File: src/common/alsaqr_settings.svh
/* Build-time sizes, region map and register indices of the configuration glue.
   Included by the package, the RTL blocks and the testbench. */

`ifndef ALSAQR_SETTINGS_SVH
`define ALSAQR_SETTINGS_SVH

// Configuration port
`define ALSAQR_DATA_W        32
`define ALSAQR_CFG_ADDR_W    8

// Cluster-to-host address space, 4 KiB pages
`define ALSAQR_ADDR_W        32
`define ALSAQR_PAGE_OFS_W    12

`define ALSAQR_NUM_PADS      14
// At most 4 entries fit in the 4-bit register index
`define ALSAQR_TLB_ENTRIES   4

// Values of cfg address bits 7:6, region 3 is left unmapped
`define ALSAQR_REGION_CTRL   0
`define ALSAQR_REGION_PAD    1
`define ALSAQR_REGION_TLB    2
`define ALSAQR_UNMAPPED_DATA 32'hBADCAB1E

// Word indices inside the control region
`define ALSAQR_REG_CTRL      0
`define ALSAQR_REG_MAILBOX   1
`define ALSAQR_REG_STATUS    2

`endif

File: src/common/alsaqr_pkg.sv
/* Shared types of the configuration glue: data widths, bus structs and pad functions.
   Referenced with scoped names by every RTL block and the testbench. */

`include "alsaqr_settings.svh"

package alsaqr_pkg;

  typedef logic [`ALSAQR_DATA_W-1:0]                     cfg_data_t;
  typedef logic [`ALSAQR_CFG_ADDR_W-1:0]                 cfg_addr_t;
  // Word index, taken from cfg address bits 5:2
  typedef logic [3:0]                                    reg_idx_t;
  typedef logic [`ALSAQR_ADDR_W-1:0]                     addr_t;
  typedef logic [`ALSAQR_ADDR_W-`ALSAQR_PAGE_OFS_W-1:0] page_t;
  typedef logic [`ALSAQR_NUM_PADS-1:0]                   pad_vec_t;

  typedef enum logic [1:0] {
    FUNC_GPIO    = 2'd0,
    FUNC_UART_TX = 2'd1,
    FUNC_UART_RX = 2'd2,
    FUNC_OFF     = 2'd3
  } pad_func_e;

  typedef struct packed {
    logic      valid;
    logic      write;
    cfg_addr_t addr;
    cfg_data_t wdata;
  } cfg_req_t;

  typedef struct packed {
    logic      valid;
    logic      error;
    cfg_data_t rdata;
  } cfg_rsp_t;

  // Write strobe towards a single block
  typedef struct packed {
    logic      valid;
    reg_idx_t  idx;
    cfg_data_t wdata;
  } blk_wr_t;

  typedef struct packed {
    pad_vec_t out;
    pad_vec_t oe;
  } pad_drive_t;

  typedef struct packed {
    logic  valid;
    logic  write;
    addr_t addr;
  } xlat_req_t;

  typedef struct packed {
    logic  valid;
    logic  hit;
    logic  error;
    addr_t addr;
  } xlat_rsp_t;

endpackage

File: src/source/cfg_decoder.sv
/* Splits configuration requests into the control, padframe and TLB blocks.
   Each request gets one response a cycle later with the registered read data. */

`include "alsaqr_settings.svh"

module cfg_decoder (
  input  logic                 clk_i,
  input  logic                 reset_i,
  input  alsaqr_pkg::cfg_req_t cfg_req_i,
  output alsaqr_pkg::cfg_rsp_t cfg_rsp_o,
  output alsaqr_pkg::blk_wr_t  ctrl_wr_o,
  output alsaqr_pkg::blk_wr_t  pad_wr_o,
  output alsaqr_pkg::blk_wr_t  tlb_wr_o,
  output alsaqr_pkg::reg_idx_t rd_idx_o,
  input  alsaqr_pkg::cfg_data_t ctrl_rdata_i,
  input  alsaqr_pkg::cfg_data_t pad_rdata_i,
  input  alsaqr_pkg::cfg_data_t tlb_rdata_i
);

  logic [1:0]            region;
  logic                  wr_en;
  logic                  unmapped;
  alsaqr_pkg::cfg_data_t rdata_d;
  alsaqr_pkg::cfg_rsp_t  rsp_q;

  assign region   = cfg_req_i.addr[7:6];
  assign rd_idx_o = cfg_req_i.addr[5:2];
  assign wr_en    = cfg_req_i.valid & cfg_req_i.write;
  assign unmapped = (region != 2'(`ALSAQR_REGION_CTRL)) &&
                    (region != 2'(`ALSAQR_REGION_PAD))  &&
                    (region != 2'(`ALSAQR_REGION_TLB));

  // Same index and data to all blocks, only the strobe is decoded
  assign ctrl_wr_o = '{valid: wr_en && (region == 2'(`ALSAQR_REGION_CTRL)),
                       idx: cfg_req_i.addr[5:2], wdata: cfg_req_i.wdata};
  assign pad_wr_o  = '{valid: wr_en && (region == 2'(`ALSAQR_REGION_PAD)),
                       idx: cfg_req_i.addr[5:2], wdata: cfg_req_i.wdata};
  assign tlb_wr_o  = '{valid: wr_en && (region == 2'(`ALSAQR_REGION_TLB)),
                       idx: cfg_req_i.addr[5:2], wdata: cfg_req_i.wdata};

  // Writes answer with zero data
  always_comb begin
    rdata_d = '0;
    if (cfg_req_i.valid && !cfg_req_i.write) begin
      case (region)
        2'(`ALSAQR_REGION_CTRL): rdata_d = ctrl_rdata_i;
        2'(`ALSAQR_REGION_PAD):  rdata_d = pad_rdata_i;
        2'(`ALSAQR_REGION_TLB):  rdata_d = tlb_rdata_i;
        default:                 rdata_d = `ALSAQR_UNMAPPED_DATA;
      endcase
    end
  end

  always_ff @(posedge clk_i) begin
    if (reset_i) begin
      rsp_q <= '0;
    end else begin
      rsp_q.valid <= cfg_req_i.valid;
      rsp_q.error <= cfg_req_i.valid & unmapped;
      rsp_q.rdata <= rdata_d;
    end
  end

  assign cfg_rsp_o = rsp_q;

endmodule

File: src/source/cluster_ctrl.sv
/* Cluster control registers: fetch enable, standalone boot and the host mailbox IRQ.
   Also brings the cluster end-of-computation level into clk_i for the status word. */

`include "alsaqr_settings.svh"

module cluster_ctrl (
  input  logic                  clk_i,
  input  logic                  reset_i,
  input  alsaqr_pkg::blk_wr_t   wr_i,
  input  alsaqr_pkg::reg_idx_t  rd_idx_i,
  output alsaqr_pkg::cfg_data_t rdata_o,
  input  logic                  cluster_eoc_i,
  output logic                  fetch_en_o,
  output logic                  en_sa_boot_o,
  output logic                  h2c_irq_o
);

  logic fetch_en_q;
  logic en_sa_boot_q;
  logic h2c_irq_q;
  logic eoc_meta_q;
  logic eoc_sync_q;

  always_ff @(posedge clk_i) begin
    if (reset_i) begin
      fetch_en_q   <= 1'b0;
      en_sa_boot_q <= 1'b0;
      h2c_irq_q    <= 1'b0;
    end else if (wr_i.valid) begin
      if (wr_i.idx == 4'(`ALSAQR_REG_CTRL)) begin
        fetch_en_q   <= wr_i.wdata[0];
        en_sa_boot_q <= wr_i.wdata[1];
      end
      if (wr_i.idx == 4'(`ALSAQR_REG_MAILBOX)) begin
        h2c_irq_q <= wr_i.wdata[0];
      end
    end
  end

  // eoc comes from the cluster clock domain
  always_ff @(posedge clk_i) begin
    if (reset_i) begin
      eoc_meta_q <= 1'b0;
      eoc_sync_q <= 1'b0;
    end else begin
      eoc_meta_q <= cluster_eoc_i;
      eoc_sync_q <= eoc_meta_q;
    end
  end

  always_comb begin
    rdata_o = '0;
    case (rd_idx_i)
      4'(`ALSAQR_REG_CTRL):    rdata_o[1:0] = {en_sa_boot_q, fetch_en_q};
      4'(`ALSAQR_REG_MAILBOX): rdata_o[0]   = h2c_irq_q;
      4'(`ALSAQR_REG_STATUS):  rdata_o[0]   = eoc_sync_q;
      default:                 rdata_o      = '0;
    endcase
  end

  assign fetch_en_o   = fetch_en_q;
  assign en_sa_boot_o = en_sa_boot_q;
  assign h2c_irq_o    = h2c_irq_q;

endmodule

File: src/padframe/periph_padframe.sv
/* Peripheral padframe with one function select per pad.
   Routes every pad to GPIO or the UART, or parks it; selects are set over the config port. */

`include "alsaqr_settings.svh"

module periph_padframe (
  input  logic                   clk_i,
  input  logic                   reset_i,
  input  alsaqr_pkg::blk_wr_t    wr_i,
  input  alsaqr_pkg::reg_idx_t   rd_idx_i,
  output alsaqr_pkg::cfg_data_t  rdata_o,
  input  alsaqr_pkg::pad_drive_t gpio_i,
  output alsaqr_pkg::pad_vec_t   gpio_in_o,
  input  logic                   uart_tx_i,
  output logic                   uart_rx_o,
  output alsaqr_pkg::pad_drive_t pad_o,
  input  alsaqr_pkg::pad_vec_t   pad_in_i
);

  alsaqr_pkg::pad_func_e sel_q [`ALSAQR_NUM_PADS];

  // Select registers, one per pad, at index k
  always_ff @(posedge clk_i) begin
    if (reset_i) begin
      for (int k = 0; k < `ALSAQR_NUM_PADS; k++) begin
        sel_q[k] <= alsaqr_pkg::FUNC_GPIO;
      end
    end else if (wr_i.valid) begin
      for (int k = 0; k < `ALSAQR_NUM_PADS; k++) begin
        if (wr_i.idx == k) begin
          sel_q[k] <= alsaqr_pkg::pad_func_e'(wr_i.wdata[1:0]);
        end
      end
    end
  end

  // Indices past the last pad read as zero
  always_comb begin
    rdata_o = '0;
    for (int k = 0; k < `ALSAQR_NUM_PADS; k++) begin
      if (rd_idx_i == k) begin
        rdata_o[1:0] = sel_q[k];
      end
    end
  end

  // Pad outputs and the GPIO input path
  always_comb begin
    pad_o     = '0;
    gpio_in_o = '0;
    for (int k = 0; k < `ALSAQR_NUM_PADS; k++) begin
      case (sel_q[k])
        alsaqr_pkg::FUNC_GPIO: begin
          pad_o.out[k] = gpio_i.out[k];
          pad_o.oe[k]  = gpio_i.oe[k];
          gpio_in_o[k] = pad_in_i[k];
        end
        alsaqr_pkg::FUNC_UART_TX: begin
          pad_o.out[k] = uart_tx_i;
          pad_o.oe[k]  = 1'b1;
        end
        // RX and OFF leave the pad undriven
        default: begin
          pad_o.out[k] = 1'b0;
          pad_o.oe[k]  = 1'b0;
        end
      endcase
    end
  end

  // Lowest RX pad wins, so scan from the top down
  always_comb begin
    uart_rx_o = 1'b1;
    for (int k = `ALSAQR_NUM_PADS - 1; k >= 0; k--) begin
      if (sel_q[k] == alsaqr_pkg::FUNC_UART_RX) begin
        uart_rx_o = pad_in_i[k];
      end
    end
  end

endmodule

File: src/c2h_tlb/c2h_tlb.sv
/* Cluster-to-host translation table with a priority page-range match.
   Entries are written over the config port; each lookup answers one cycle later. */

`include "alsaqr_settings.svh"

module c2h_tlb (
  input  logic                  clk_i,
  input  logic                  reset_i,
  input  alsaqr_pkg::blk_wr_t   wr_i,
  input  alsaqr_pkg::reg_idx_t  rd_idx_i,
  output alsaqr_pkg::cfg_data_t rdata_o,
  input  alsaqr_pkg::xlat_req_t xlat_req_i,
  output alsaqr_pkg::xlat_rsp_t xlat_rsp_o
);

  alsaqr_pkg::page_t first_q [`ALSAQR_TLB_ENTRIES];
  alsaqr_pkg::page_t last_q  [`ALSAQR_TLB_ENTRIES];
  alsaqr_pkg::page_t base_q  [`ALSAQR_TLB_ENTRIES];
  logic [`ALSAQR_TLB_ENTRIES-1:0] valid_q;
  logic [`ALSAQR_TLB_ENTRIES-1:0] ro_q;

  alsaqr_pkg::page_t     req_page;
  alsaqr_pkg::xlat_rsp_t rsp_d;
  alsaqr_pkg::xlat_rsp_t rsp_q;

  // Index bits 3:2 pick the entry, bits 1:0 the field
  always_ff @(posedge clk_i) begin
    for (int e = 0; e < `ALSAQR_TLB_ENTRIES; e++) begin
      if (wr_i.valid && (wr_i.idx[3:2] == e)) begin
        case (wr_i.idx[1:0])
          2'd0:    first_q[e] <= wr_i.wdata[$bits(alsaqr_pkg::page_t)-1:0];
          2'd1:    last_q[e]  <= wr_i.wdata[$bits(alsaqr_pkg::page_t)-1:0];
          2'd2:    base_q[e]  <= wr_i.wdata[$bits(alsaqr_pkg::page_t)-1:0];
          default: ;
        endcase
      end
    end
  end

  always_ff @(posedge clk_i) begin
    if (reset_i) begin
      valid_q <= '0;
      ro_q    <= '0;
    end else begin
      for (int e = 0; e < `ALSAQR_TLB_ENTRIES; e++) begin
        if (wr_i.valid && (wr_i.idx[3:2] == e) && (wr_i.idx[1:0] == 2'd3)) begin
          valid_q[e] <= wr_i.wdata[0];
          ro_q[e]    <= wr_i.wdata[1];
        end
      end
    end
  end

  always_comb begin
    rdata_o = '0;
    for (int e = 0; e < `ALSAQR_TLB_ENTRIES; e++) begin
      if (rd_idx_i[3:2] == e) begin
        case (rd_idx_i[1:0])
          2'd0:    rdata_o = alsaqr_pkg::cfg_data_t'(first_q[e]);
          2'd1:    rdata_o = alsaqr_pkg::cfg_data_t'(last_q[e]);
          2'd2:    rdata_o = alsaqr_pkg::cfg_data_t'(base_q[e]);
          default: rdata_o = alsaqr_pkg::cfg_data_t'({ro_q[e], valid_q[e]});
        endcase
      end
    end
  end

  assign req_page = xlat_req_i.addr[`ALSAQR_ADDR_W-1:`ALSAQR_PAGE_OFS_W];

  // Priority match; scanning downwards leaves the lowest hit in place
  always_comb begin
    alsaqr_pkg::page_t xlat_page;
    logic              ro_hit;
    xlat_page = '0;
    ro_hit    = 1'b0;
    rsp_d     = '0;
    for (int e = `ALSAQR_TLB_ENTRIES - 1; e >= 0; e--) begin
      if (valid_q[e] && (req_page >= first_q[e]) && (req_page <= last_q[e])) begin
        rsp_d.hit = 1'b1;
        xlat_page = base_q[e] + (req_page - first_q[e]);
        ro_hit    = ro_q[e];
      end
    end
    rsp_d.valid = xlat_req_i.valid;
    rsp_d.error = !rsp_d.hit || (xlat_req_i.write && ro_hit);
    if (!rsp_d.error) begin
      rsp_d.addr = {xlat_page, xlat_req_i.addr[`ALSAQR_PAGE_OFS_W-1:0]};
    end
  end

  // Single lookup stage
  always_ff @(posedge clk_i) begin
    if (reset_i) begin
      rsp_q.valid <= 1'b0;
    end else begin
      rsp_q.valid <= rsp_d.valid;
    end
  end

  always_ff @(posedge clk_i) begin
    rsp_q.hit   <= rsp_d.hit;
    rsp_q.error <= rsp_d.error;
    rsp_q.addr  <= rsp_d.addr;
  end

  assign xlat_rsp_o = rsp_q;

endmodule

File: src/source/alsaqr_lite.sv
/* Top level of the host-side configuration glue.
   Connects the config decoder to the cluster control, padframe and translation table. */

module alsaqr_lite (
  input  logic                   clk_i,
  input  logic                   reset_i,
  input  alsaqr_pkg::cfg_req_t   cfg_req_i,
  output alsaqr_pkg::cfg_rsp_t   cfg_rsp_o,
  input  logic                   cluster_eoc_i,
  output logic                   fetch_en_o,
  output logic                   en_sa_boot_o,
  output logic                   h2c_irq_o,
  input  alsaqr_pkg::pad_drive_t gpio_i,
  output alsaqr_pkg::pad_vec_t   gpio_in_o,
  input  logic                   uart_tx_i,
  output logic                   uart_rx_o,
  output alsaqr_pkg::pad_drive_t pad_o,
  input  alsaqr_pkg::pad_vec_t   pad_in_i,
  input  alsaqr_pkg::xlat_req_t  xlat_req_i,
  output alsaqr_pkg::xlat_rsp_t  xlat_rsp_o
);

  alsaqr_pkg::blk_wr_t   ctrl_wr;
  alsaqr_pkg::blk_wr_t   pad_wr;
  alsaqr_pkg::blk_wr_t   tlb_wr;
  alsaqr_pkg::reg_idx_t  rd_idx;
  alsaqr_pkg::cfg_data_t ctrl_rdata;
  alsaqr_pkg::cfg_data_t pad_rdata;
  alsaqr_pkg::cfg_data_t tlb_rdata;

  cfg_decoder i_cfg_decoder (
    .clk_i        ( clk_i      ),
    .reset_i      ( reset_i    ),
    .cfg_req_i    ( cfg_req_i  ),
    .cfg_rsp_o    ( cfg_rsp_o  ),
    .ctrl_wr_o    ( ctrl_wr    ),
    .pad_wr_o     ( pad_wr     ),
    .tlb_wr_o     ( tlb_wr     ),
    .rd_idx_o     ( rd_idx     ),
    .ctrl_rdata_i ( ctrl_rdata ),
    .pad_rdata_i  ( pad_rdata  ),
    .tlb_rdata_i  ( tlb_rdata  )
  );

  cluster_ctrl i_cluster_ctrl (
    .clk_i         ( clk_i         ),
    .reset_i       ( reset_i       ),
    .wr_i          ( ctrl_wr       ),
    .rd_idx_i      ( rd_idx        ),
    .rdata_o       ( ctrl_rdata    ),
    .cluster_eoc_i ( cluster_eoc_i ),
    .fetch_en_o    ( fetch_en_o    ),
    .en_sa_boot_o  ( en_sa_boot_o  ),
    .h2c_irq_o     ( h2c_irq_o     )
  );

  periph_padframe i_periph_padframe (
    .clk_i     ( clk_i     ),
    .reset_i   ( reset_i   ),
    .wr_i      ( pad_wr    ),
    .rd_idx_i  ( rd_idx    ),
    .rdata_o   ( pad_rdata ),
    .gpio_i    ( gpio_i    ),
    .gpio_in_o ( gpio_in_o ),
    .uart_tx_i ( uart_tx_i ),
    .uart_rx_o ( uart_rx_o ),
    .pad_o     ( pad_o     ),
    .pad_in_i  ( pad_in_i  )
  );

  c2h_tlb i_c2h_tlb (
    .clk_i      ( clk_i      ),
    .reset_i    ( reset_i    ),
    .wr_i       ( tlb_wr     ),
    .rd_idx_i   ( rd_idx     ),
    .rdata_o    ( tlb_rdata  ),
    .xlat_req_i ( xlat_req_i ),
    .xlat_rsp_o ( xlat_rsp_o )
  );

endmodule

File: config.mk
export PLATFORM = sky130hd
export DESIGN_NAME = alsaqr_lite
export DESIGN_NICKNAME = d
export VERILOG_FILES = /design/src/common/alsaqr_pkg.sv /design/src/source/cfg_decoder.sv /design/src/source/cluster_ctrl.sv /design/src/padframe/periph_padframe.sv /design/src/c2h_tlb/c2h_tlb.sv /design/src/source/alsaqr_lite.sv
export VERILOG_INCLUDE_DIRS = /design/src /design/src/common
export SDC_FILE = /design/constraint.sdc
export NUM_CORES = 1
export LEC_CHECK = 0
export BUFFER_PORTS_ARGS = -buffer_cell sky130_fd_sc_hd__clkbuf_2
export CELL_PAD_IN_SITES_DETAIL_PLACEMENT = 1
export CELL_PAD_IN_SITES_GLOBAL_PLACEMENT = 2
export CORE_MARGIN = 2
export CORE_UTILIZATION = 39
export CTS_CLUSTER_DIAMETER = 60
export DETAILED_ROUTE_END_ITERATION = 10
export HOLD_SLACK_MARGIN = 0.03
export PLACE_DENSITY_LB_ADDON = 0.1
export SYNTH_ARGS = -nofsm -noshare
export SYNTH_HDL_FRONTEND = slang
export SYNTH_SLANG_ARGS = --single-unit
File: constraint.sdc
create_clock -name clk_i -period 4.5 [get_ports clk_i]
set_input_delay 0.225 -clock clk_i [delete_from_list [all_inputs] [get_ports clk_i]]
set_output_delay 0.225 -clock clk_i [all_outputs]
set_load 0.02 [all_outputs]
-- Yosys cells after proc, flatten, opt, wreduce, memory -nomap -nowiden
Memories as Yosys holds them, arrays and structs flattened.
Cells that the tools add are included.
- register bits after elaboration: 82
- latch bits: 0
- memory bits (writable): 268
- bits in read-only memories: 0
- logic and storage cells: 384
- memories kept: 4
- memories (name ; depth ; bits a word ; read ports ; clocked after memory_dff ; wr ports ; line ; source):
    i_c2h_tlb.base_q ; 4 ; 20 ; 4 ; 0 ; 1 ; c2h_tlb.sv:18 ; alsaqr_pkg::page_t base_q [`ALSAQR_TLB_ENTRIES];
    i_c2h_tlb.first_q ; 4 ; 20 ; 4 ; 0 ; 1 ; c2h_tlb.sv:16 ; alsaqr_pkg::page_t first_q [`ALSAQR_TLB_ENTRIES];
    i_c2h_tlb.last_q ; 4 ; 20 ; 4 ; 0 ; 1 ; c2h_tlb.sv:17 ; alsaqr_pkg::page_t last_q [`ALSAQR_TLB_ENTRIES];
    i_periph_padframe.sel_q ; 14 ; 2 ; 14 ; 0 ; 14 ; periph_padframe.sv:20 ; alsaqr_pkg::pad_func_e sel_q [`ALSAQR_NUM_PADS];
- $add $sub $neg: 8
- $mul: 0
- div/mod/pow operators: 0
- $lt $le $gt $ge: 8
- equality and inequality tests: 51
- shift operators: 0
- mux-type cells: 219
- bitwise gates (word level): 17
- reduce and logical (&&, ||, !) cells: 57
- operators by type and width (operator ; number):
    $mux 20 ; 13
    $pmux 20 s3 ; 4
    $reduce_or 20->1 ; 9
    $mux 1 ; 131
    $mux 32 ; 4
    $pmux 32 s3 ; 1
    $add 20x20->20 ; 4
    $ge 20x20->1 ; 4
    $le 20x20->1 ; 4
    $sub 20x20->20 ; 4
    $mux 2 ; 37
    $pmux 1 s2 ; 28
    $eq 2x2->1 const B ; 19
    $eq 2x1->1 const B ; 17
    $logic_not 2->1 ; 17
    $eq 4x4->1 const B ; 6
    $logic_and 1x1->1 ; 23
    $eq 4x3->1 const B ; 4
    $or 1x1->1 ; 14
    $eq 4x2->1 const B ; 2
    $eq 4x1->1 const B ; 1
    $logic_not 4->1 ; 1
    $reduce_and 2->1 ; 2
    $pmux 1 s3 ; 1
    8 further kinds ; 10

-- Longest topological paths before layout
Gate-level depths: netlist of the first run.
- depth after elaboration: 16
- depth in mapped cells: 15

-- Cells and area by module
From an unflattened synthesis of the first run, not the netlist that was laid out.
- cells, all modules: 2677
- area total of the unflattened synthesis: 26405.3 µm²
- modules (own cells, without submodules) (module ; instances ; cells an instance ; area each (µm²) ; sequential area each (µm²)):
    c2h_tlb ; 1 ; 2068 ; 20991.4 ; 8067.7
    cfg_decoder ; 1 ; 280 ; 2563.7 ; 680.7
    periph_padframe ; 1 ; 274 ; 2376.0 ; 840.8
    cluster_ctrl ; 1 ; 55 ; 474.2 ; 100.1

-- Worst setup path after synthesis of the first run
OpenSTA, ideal clock, no wires.
- path kind: reg-to-reg
- start: memory i_c2h_tlb.first_q[2][2] in the netlist's numbering
- end: register i_c2h_tlb.rsp_q, in the netlist i_c2h_tlb.xlat_rsp_o[30]
- setup time: 122 ps
- arrival: 3264 ps
- setup slack: 1115 ps
- cell stages (with the launch flop): 13
- path buffers: 0
- clock period less this slack: 3385 ps
- path through: edfxtp_1 -> fa_1 -> inv_1 -> ha_1 -> nor2b_1 -> o31a_1 -> or4_1 -> a21o_1 -> a31oi_1 -> o21ai_1 -> a31oi_1 -> mux2i_1 -> o311a_1
- RTL lines (item ; line ; source):
    start: declaration ; c2h_tlb.sv:16 ;
    end: declaration ; c2h_tlb.sv:24 ; alsaqr_pkg::xlat_rsp_t rsp_q;

==> reports/results.txt, run 1 <==
status: finished clean
CTS clk-pin slew, worst paths: 0.06 ns
setup TNS: 0 ns
Die H: 251 um
Post-DP HPWL: 71900 um
yosys warns: 0
sequence of cells on the critical path: fa_1 -> inv_1 -> ha_1 -> a21oi_1 -> o211ai_1 -> nor4_1 -> buf_4 -> o21ai_0 -> buf_4 -> a221o_1 -> o41ai_1 -> xnor2_1 -> a221oi_1 -> nor3_2
Worst setup SP type: flip-flop
remaining antenna violation count: 0
Bufs and invs on worst path: 3
WHS: 0.0528 ns
sequential share of power: 0.400
# DRC: 0
clock latency at the later pin of the worst-skew pair: 0.61 ns
delay of the slowest critical-path stage: 0.62 ns
Compound-Gate Fraction of Synth Area: 0.150
share of layout cells above drive strength 1: 0.152
synth unique cells: 82
Synth Area in XOR/XNOR: 0.0240
largest net degree at the start of global routing: 66
Vias: 19429
area delta synth->final: 17.3%
Leakage: 0.0126 uW
Die ar.: 62800 um2
final worst-path cycle share: 0.908
initial antenna violation count: 2
Fmax achieved: 245 MHz
DR pass1 iterations: 5
TritonCTS clock tree: done
Placer Congestion: 0.928
Post-synth ARST share: 0
PwrDens: 309 nW/um2
placed inst area: 25900 um2
syn avg cell area: 10.1 um2
diodes inserted: 0
Crit Path Class: flip-flop to flip-flop
max_cap viols: 0
GRT overflow: 0
placed insts: 3328
Top Ports: 237
Die W: 251 um
WL/cell: 26.9 um
worst vdd ir: 0.316 mV
CP Capture Type: flip-flop
GRT Total Usage: 0.293
Post-synth top flop: edfxtp_1
CORE AREA: 60200 um2
Slew @ Worst Pin: 0.968 ns
num rows: 90
synthesized cell area: 23700 um2
input/output buffers: 218
Num CTS Buffers: 48
vias in the first global route: 20265
Post-Route WL: 92700 um
synthesized flop and latch total: 339
Layout Nets: 3063
CTS Sinks: 339
DR iter-0 viols: 1190
Critical Path AT: 4.55 ns
Comb pwr share: 0.153
Synth Area in Simple Gates: 0.104
Pins Over Slew Limit: 0
Adder-Cell Fraction of Synth Area: 0.191
Final Setup Violations: 0
Crit-path slowest cell: fa_1
hold crit path type: input pin to flip-flop
post-synthesis mux area share: 0.0516
Total Power: 8610 uW
post_cts resized: 0
crit path time final: 4.08 ns
Post-Syn Instances: 2343
Worst Path Max Fanout: 3
design area: 27800 um2
post-synthesis sequential area ratio: 0.399
Initial Util: 0.394
skew final: 0.0319 ns
CP top delay family: compound AO/OA/AOI/OAI gates
Hold Vio Cnt, Final: 0
RSZ-0062 raised after global routing: no
maximum clock path buffer count: 3
# fillers: 6715
clock network power share: 0.447
non-filler cells, final: 3447
EDFF count, synth: 268
Psw: 2430 uW
first-pass GRT wire length: 134000 um
Net Sw Frac: 0.283
most used cell along the critical path: buf_4
Via density: 5.64
H-tree Lvls: 2
Int Power: 6180 uW
critical path required time: 4.97 ns
Root Buffer: clkbuf_16
Worst slew margin: 0.346
largest family of logic cells by synthesized area: adder cells
==> area by class of cell <==
class,instances,area (um2),area share
clock inverters,25,269,0.00966
clock buffers,65,1330,0.0476
multi-input cells,1519,12400,0.446
well taps,782,978,0.0352
inverters,414,1550,0.0558
flip-flops and latches,339,9470,0.340
repair buffers,303,1820,0.0654
==> through the flow <==
stage / util / setup slack [ns]
after global placement: 0.431 / 0.455
after global routing: 0.462 / 0.208
after CTS: 0.462 / 0.401
final: 0.462 / 0.416
after detailed placement: 0.431 / 0.332
after floorplan: - / 1.11
==> kinds of logic (layout without fill, tap and decap cells) <==
| family | after synthesis | count (layout) |
|---|---|---|
| buffers and inverters | 488 | 807 |
| adders and majority gates | 316 | 316 |
| DFF | 339 | 339 |
| AOI/OAI and AO/OA | 527 | 527 |
| other | 1 | 4 |
| and+or+nand+nor | 496 | 496 |
| xor gates and xnor gates | 65 | 65 |
| muxes | 111 | 111 |
==> flip-flops by register name, indices dropped and copies added, names as in the netlist, 4 cells and up <==
name / flops
i_c2h_tlb.base_q: 80
i_c2h_tlb.first_q: 80
i_c2h_tlb.last_q: 80
i_c2h_tlb.xlat_rsp_o: 35
i_periph_padframe.sel_q: 28
i_cfg_decoder.cfg_rsp_o: 23
i_c2h_tlb.ro_q: 4
i_c2h_tlb.valid_q: 4
==> worst paths after layout <==
kind	endpoint	slack (ns)	depth (start not counted)	from
hold reg to reg	i_cluster_ctrl.eoc_sync_q	0.44	1	i_cluster_ctrl.eoc_meta_q
setup / recovery	i_c2h_tlb.xlat_rsp_o[31]	0.42	14	i_c2h_tlb.first_q[2][1]
hold / removal	i_c2h_tlb.last_q[0][7]	0.05	1	cfg_req_i[7]
setup reg to reg	i_c2h_tlb.xlat_rsp_o[31]	0.42	14	i_c2h_tlb.first_q[2][1]
==> synthesized netlist by cell type (all sizes together), types with 50 or more instances <==
library cell | instances | area (um2)
dfxtp | 71 | 1420
nor2 | 154 | 581
o21ai | 107 | 536
mux2i | 102 | 1020
o221ai | 50 | 438
nand2 | 100 | 375
a21o | 54 | 405
inv | 414 | 1550
a21oi | 139 | 696
ha | 240 | 3000
fa | 76 | 1520
edfxtp | 268 | 8050
==> power groups by stage <==
stage	sequential, uW	combinational (uW)	clock, uW
2_1_floorplan	3500	782	0
3_3_place_gp	3510	1250	0
3_5_place_dp	3510	1280	0
4_1_cts	3440	1310	3900
5_1_grt	3440	1440	4020
6_report	3440	1320	3850
==> worst register-to-register path, stage by stage, from the launching register on <==
cell and delay (ns):
edfxtp_1 0.47, fa_1 0.62, inv_1 0.07, ha_1 0.29
a21oi_1 0.22, o211ai_1 0.20, nor4_1 0.23, buf_4 0.19
o21ai_0 0.10, buf_4 0.17, a221o_1 0.34, o41ai_1 0.35
xnor2_1 0.18, a221oi_1 0.45, nor3_2 0.08
==> placed cells by master, fill, tap and decap left out, types with 50 or more instances in the layout <==
| master | netlist | layout |
|---|---|---|
| ha_1 | 240 | 240 |
| clkbuf_2 | 1 | 216 |
| o221ai_1 | 50 | 50 |
| inv_1 | 413 | 413 |
| fa_1 | 76 | 76 |
| edfxtp_1 | 268 | 268 |
| dfxtp_1 | 71 | 71 |
| buf_4 | 12 | 57 |
| a21o_1 | 54 | 54 |
| o21ai_0 | 103 | 103 |
| a21oi_1 | 139 | 139 |
| nor2_1 | 153 | 142 |
| nand2_1 | 100 | 99 |
| mux2i_1 | 102 | 102 |
==> repair_timing <==
item	in CTS	in global routing
buffers inserted	0	0
hold endpoints to repair	154	0
hold buffers	29	0
==> metal layers <==
layer  GRT usage  wire length, um  up-vias
li1            -                -     8897
met5           0               16        -
met2       0.493            44700      500
met4       0.108             3540        2
met3      0.0364             4270      135
met1       0.386            40200     9895
No activity file was read; power rests on OpenSTA's default activity.
==> inputs of run 2 (changes only) <==
--- a/config.mk
+++ b/config.mk
@@ -9,7 +9,7 @@
 export BUFFER_PORTS_ARGS = -buffer_cell sky130_fd_sc_hd__clkbuf_2
 export CELL_PAD_IN_SITES_DETAIL_PLACEMENT = 1
 export CELL_PAD_IN_SITES_GLOBAL_PLACEMENT = 2
-export CORE_MARGIN = 2
+export CORE_MARGIN = 5
 export CORE_UTILIZATION = 39
 export CTS_CLUSTER_DIAMETER = 60
 export DETAILED_ROUTE_END_ITERATION = 10
==> constraint.sdc (replaced) <==
create_clock -name clk_i -period 4.5 [get_ports clk_i]
set_input_delay 0.9 -clock clk_i [delete_from_list [all_inputs] [get_ports clk_i]]
set_output_delay 0.9 -clock clk_i [all_outputs]
set_load 0.02 [all_outputs]
==> reports/results.txt, run 2 (synthesized netlist as in run 1, its figures left out) <==
status: finished clean
Hold Crit Start: i_cluster_ctrl.eoc_meta_q
Pins Over Slew Limit: 0 (unchanged)
Leakage: 0.0128 uW (+1.6%)
clock latency at the later pin of the worst-skew pair: 0.60 ns (about the same)
Via density: 5.63 (about the same)
maximum clock path buffer count: 3 (unchanged)
non-filler cells, final: 3492 (+1.3%)
Hold Buf Count CTS: 0 (-100%)
Worst slew margin: 0.405 (+0.0583)
num rows: 90 (unchanged)
first-pass GRT wire length: 136000 um (+1.3%)
input/output buffers: 218 (unchanged)
placed insts: 3403 (+2.3%)
RSZ-0062 raised after global routing: no
Crit Path Class: input pin to flip-flop
most frequent cells in the layout: inv_1, edfxtp_1, ha_1, clkbuf_2, nor2_1
crit path time final: 4.04 ns (-0.0439 ns)
skew final: 0.0174 ns (-0.0144 ns)
PwrDens: 300 nW/um2 (-3.0%)
largest net degree at the start of global routing: 50 (-24%)
Post-DP HPWL: 72900 um (+1.4%)
Post-Route WL: 93500 um (+0.93%)
post_cts resized: 0 (unchanged)
Hold Vio Cnt, Final: 0 (unchanged)
CP Capture Type: flip-flop
Fmax achieved: 247 MHz (+1.1%)
Placer Congestion: 0.927 (about the same)
Worst Path Max Fanout: 3 (unchanged)
initial antenna violation count: 5 (+3)
Vias: 19674 (+1.3%)
commonest non-fill, non-tap cell in the layout: inv_1
Num CTS Buffers: 46 (-4.2%)
vias in the first global route: 20947 (+3.4%)
WHS: 0.447 ns (+0.394 ns)
Die W: 257 um (+2.4%)
Total Power: 8420 uW (-2.2%)
worst vdd ir: 0.279 mV (-12%)
TritonCTS clock tree: done
WL/cell: 26.8 um (-0.37%)
Worst setup SP type: input pin
r2r startpoint: i_c2h_tlb.first_q[2][1]
GRT Total Usage: 0.275 (-0.0178)
share of layout cells above drive strength 1: 0.176 (+0.0235)
critical path required time: 4.97 ns (about the same)
Largest regs: i_c2h_tlb.base_q (80), i_c2h_tlb.first_q (80), i_c2h_tlb.last_q (80)
CTS clk-pin slew, worst paths: 0.05 ns (about the same)
Die H: 257 um (+2.4%)
# DRC: 0 (unchanged)
area delta synth->final: 18.4%
final worst-path cycle share: 0.898 (-0.00976)
Reg2Reg Setup Slack: 0.49 ns (+0.07 ns)
Initial Util: 0.393 (-0.000735)
DR iter-0 viols: 1408 (+18%)
Slew @ Worst Pin: 0.893 ns (-0.0748 ns)
Final Setup Violations: 0 (unchanged)
CTS Sinks: 339 (unchanged)
Top Ports: 237 (unchanged)
remaining antenna violation count: 0 (unchanged)
CORE AREA: 60400 um2 (+0.19%)
Root Buffer: clkbuf_16
Post-CTS Setup Repair Bufs: 0 (unchanged)
GRT overflow: 0 (unchanged)
hold crit path type: flip-flop to flip-flop
DR pass1 iterations: 7 (+2)
Critical Path AT: 4.51 ns (-0.04 ns)
H-tree Lvls: 2 (unchanged)
# fillers: 6784 (+1.0%)
Layout Nets: 3107 (+1.4%)
max_cap viols: 0 (unchanged)
Die ar.: 65900 um2 (+4.8%)
Worst setup startpoint: xlat_req_i[13]
## run 2: cell types whose count changed in the layout (fill, tap and decap cells not counted), sizes merged, moves of 3 or more
cell,previous run,this run
buf,58,133
bufinv,3,0
clkbuf,281,285
clkinv,10,7
diode,0,3
dlygate4sd3,29,0
inv,424,420
## run 2: where the power goes
part           switching (uW)  internal (uW)  total (uW)
combinational             824            516        1340
sequential               35.6           3410        3440
clock                    1480           2160        3640
total                    2340           6090        8420
## run 2: cell type report
cell class	instances	area (um2)	area share
clock inverters	17	121	0.00432
multi-input cells	1519	12400	0.442
flip-flops and latches	339	9470	0.337
well taps	782	978	0.0348
inverters	414	1550	0.0553
diodes	3	7.51	0.000267
repair buffers	349	2140	0.0763
clock buffers	69	1400	0.0498
## run 2: final timing paths
kind | endpoint | cells after the start
min | i_cluster_ctrl.eoc_sync_q | 1
max | i_c2h_tlb.xlat_rsp_o[31] | 15
max reg2reg | i_c2h_tlb.xlat_rsp_o[31] | 13
min reg2reg | i_cluster_ctrl.eoc_sync_q | 1
## run 2: routing by layer
| metal | wire, um | global-route usage | vias to the layer above |
|---|---|---|---|
| li1 | - | - | 9004 |
| met1 | 39000 | 0.354 | 9952 |
| met2 | 45400 | 0.468 | 562 |
| met3 | 5210 | 0.0443 | 152 |
| met4 | 3870 | 0.102 | 4 |
| met5 | 18 | 0 | - |
## run 2: metrics by stage
stage	util	instance area, um2	setup TNS (ns)	setup WS [ns]
2_1_floorplan	-	23700	0	0.479
3_3_place_gp	0.440	26600	-0.0486	-0.0486
3_5_place_dp	0.440	26600	-0.0913	-0.0656
4_1_cts	0.465	28100	0	0.504
5_1_grt	0.465	28100	0	0.201
6_report	0.465	28100	0	0.459
## run 2: critical path, stage by stage
cell      delay [ns]
clkbuf_2        0.11
inv_1           0.10
fa_1            0.56
inv_1           0.05
ha_1            0.28
a21oi_1         0.23
o211ai_1        0.23
nor4_1          0.26
buf_4           0.19
o21ai_0         0.20
a221o_1         0.42
o41ai_1         0.33
xnor2_1         0.15
a221oi_1        0.42
nor3_2          0.08
==> inputs of run 3 (changes only) <==
--- a/config.mk
+++ b/config.mk
@@ -9,6 +9,7 @@
 export BUFFER_PORTS_ARGS = -buffer_cell sky130_fd_sc_hd__clkbuf_2
 export CELL_PAD_IN_SITES_DETAIL_PLACEMENT = 1
 export CELL_PAD_IN_SITES_GLOBAL_PLACEMENT = 2
+export CORE_ASPECT_RATIO = 1.1
 export CORE_MARGIN = 5
 export CORE_UTILIZATION = 39
 export CTS_CLUSTER_DIAMETER = 60
==> reports/results.txt, run 3 (synthesized netlist as in run 1, its figures left out) <==
WHS: 0.446 ns (-0.00154 ns)
WL/cell: 26.3 um (-1.8%)
DR pass1 iterations: 5 (-2)
Fmax achieved: 247 MHz (-0.21%)
Num CTS Buffers: 44 (-4.3%)
TritonCTS clock tree: done
Comb pwr share: 0.158 (about the same)
Leakage: 0.0129 uW (+0.54%)
critical path required time: 4.97 ns (about the same)
Net Sw Frac: 0.278 (+0.000535)
RSZ-0062 raised after global routing: no
remaining antenna violation count: 0 (unchanged)
worst vdd ir: 0.269 mV (-3.5%)
Vias: 19570 (-0.53%)
clock latency at the later pin of the worst-skew pair: 0.60 ns (about the same)
design area: 28200 um2 (+0.37%)
Crit Path Class: input pin to flip-flop
Pins Over Slew Limit: 0 (unchanged)
Worst setup startpoint: xlat_req_i[13]
Largest regs: i_c2h_tlb.base_q (80), i_c2h_tlb.first_q (80), i_c2h_tlb.last_q (80)
dpl ws: -0.0980 ns (-0.0324 ns)
# DRC: 0 (unchanged)
most frequent cells in the layout: inv_1, edfxtp_1, ha_1, clkbuf_2, buf_4
input/output buffers: 218 (unchanged)
CORE AREA: 60100 um2 (-0.43%)
final worst-path cycle share: 0.900 (+0.00186)
# fillers: 6759 (-0.37%)
skew final: 0.0258 ns (+0.00840 ns)
placed inst area: 26700 um2 (+0.42%)
num rows: 94 (+4.4%)
Top Ports: 237 (unchanged)
Post-Route WL: 93000 um (-0.54%)
CP Capture Type: flip-flop
Worst setup SP type: input pin
Int Power: 6130 uW (+0.74%)
share of layout cells above drive strength 1: 0.181 (+0.00474)
Initial Util: 0.395 (+0.00169)
setup TNS: 0 ns (unchanged)
DR iter-0 viols: 1185 (-16%)
Slew @ Worst Pin: 0.818 ns (-0.0750 ns)
status: finished clean
Layout Nets: 3121 (+0.45%)
hold crit path type: flip-flop to flip-flop
H-tree Lvls: 2 (unchanged)
Via density: 5.53 (-1.8%)
Hold Vio Cnt, Final: 0 (unchanged)
Hold Buf Count CTS: 0 (unchanged)
Final Setup Violations: 0 (unchanged)
Psw: 2360 uW (+1.0%)
crit path time final: 4.05 ns (+0.00836 ns)
commonest non-fill, non-tap cell in the layout: inv_1
Critical Path AT: 4.52 ns (about the same)
area delta synth->final: 18.8%
Hold Crit Start: i_cluster_ctrl.eoc_meta_q
r2r startpoint: i_c2h_tlb.first_q[2][1]
Post-CTS Setup Repair Bufs: 0 (unchanged)
CTS Sinks: 339 (unchanged)
Post-DP HPWL: 74100 um (+1.6%)
clock network power share: 0.437 (+0.005)
maximum clock path buffer count: 3 (unchanged)
largest net degree at the start of global routing: 47 (-6.0%)
GRT overflow: 0 (unchanged)
max_cap viols: 0 (unchanged)
PwrDens: 301 nW/um2 (+0.44%)
first-pass GRT wire length: 134000 um (-1.1%)
Worst slew margin: 0.448 (+0.0429)
Worst Path Max Fanout: 3 (unchanged)
GRT Total Usage: 0.275 (about the same)
sequential share of power: 0.405 (-0.004)
post_cts resized: 0 (unchanged)
Die H: 269 um (+4.7%)
Die ar.: 65900 um2 (about the same)
Die W: 245 um (-4.5%)
vias in the first global route: 20913 (-0.16%)
CTS clk-pin slew, worst paths: 0.06 ns (about the same)
Root Buffer: clkbuf_16
initial antenna violation count: 4 (-1)
final worst slack: 0.451 ns (-0.00836 ns)
Placer Congestion: 0.919 (-0.94%)
run 3: final cells by class:
cell class	instances	area [um2]	area share
diodes	1	2.50	0.0000888
clock buffers	55	1190	0.0423
clock inverters	27	323	0.0115
inverters	414	1550	0.0551
multi-input cells	1519	12400	0.440
flip-flops and latches	339	9470	0.336
well taps	816	1020	0.0362
repair buffers	365	2210	0.0785
run 3: final timing paths:
check | end | cells after the start | slack (ns)
worst max-delay path | i_c2h_tlb.xlat_rsp_o[31] | 16 | 0.45
worst min-delay path | i_cluster_ctrl.eoc_sync_q | 1 | 0.45
worst max register to register | i_c2h_tlb.xlat_rsp_o[31] | 14 | 0.45
worst min register to register | i_cluster_ctrl.eoc_sync_q | 1 | 0.45
run 3: power by group through the flow:
stage,clock network [uW],registers (uW),logic (uW)
floorplan,0,3500,782
global placement,0,3510,1300
detailed placement,0,3510,1330
CTS,3770,3440,1340
global route,3920,3440,1460
finish,3710,3440,1340
run 3: metrics by stage:
step                total power (uW)  utilization  cells
finish                          8490        0.469   3536
global route                    8830        0.469   3535
CTS                             8560        0.469   3535
detailed placement              4840        0.444   3453
global placement                4800        0.444   3453
floorplan                       4280            -   2346
run 3: worst max-delay path, stage by stage:
cell and delay (ns):
clkbuf_2 0.09, inv_1 0.10, fa_1 0.59, inv_1 0.06, ha_1 0.29, a21oi_1 0.22
o211ai_1 0.19, nor4_1 0.21, buf_4 0.18, o21ai_0 0.23, a221o_1 0.42, o41ai_1 0.35
xnor2_1 0.13, a221oi_1 0.34, buf_4 0.17, nor3_2 0.04
run 3: routing by layer:
layer | GRT usage | wire length [um] | vias to the layer above
met3 | 0.0396 | 4270 | 171
li1 | - | - | 8999
met1 | 0.339 | 37700 | 9864
met2 | 0.472 | 45100 | 528
met5 | 0 | 62 | -
met4 | 0.142 | 5880 | 8
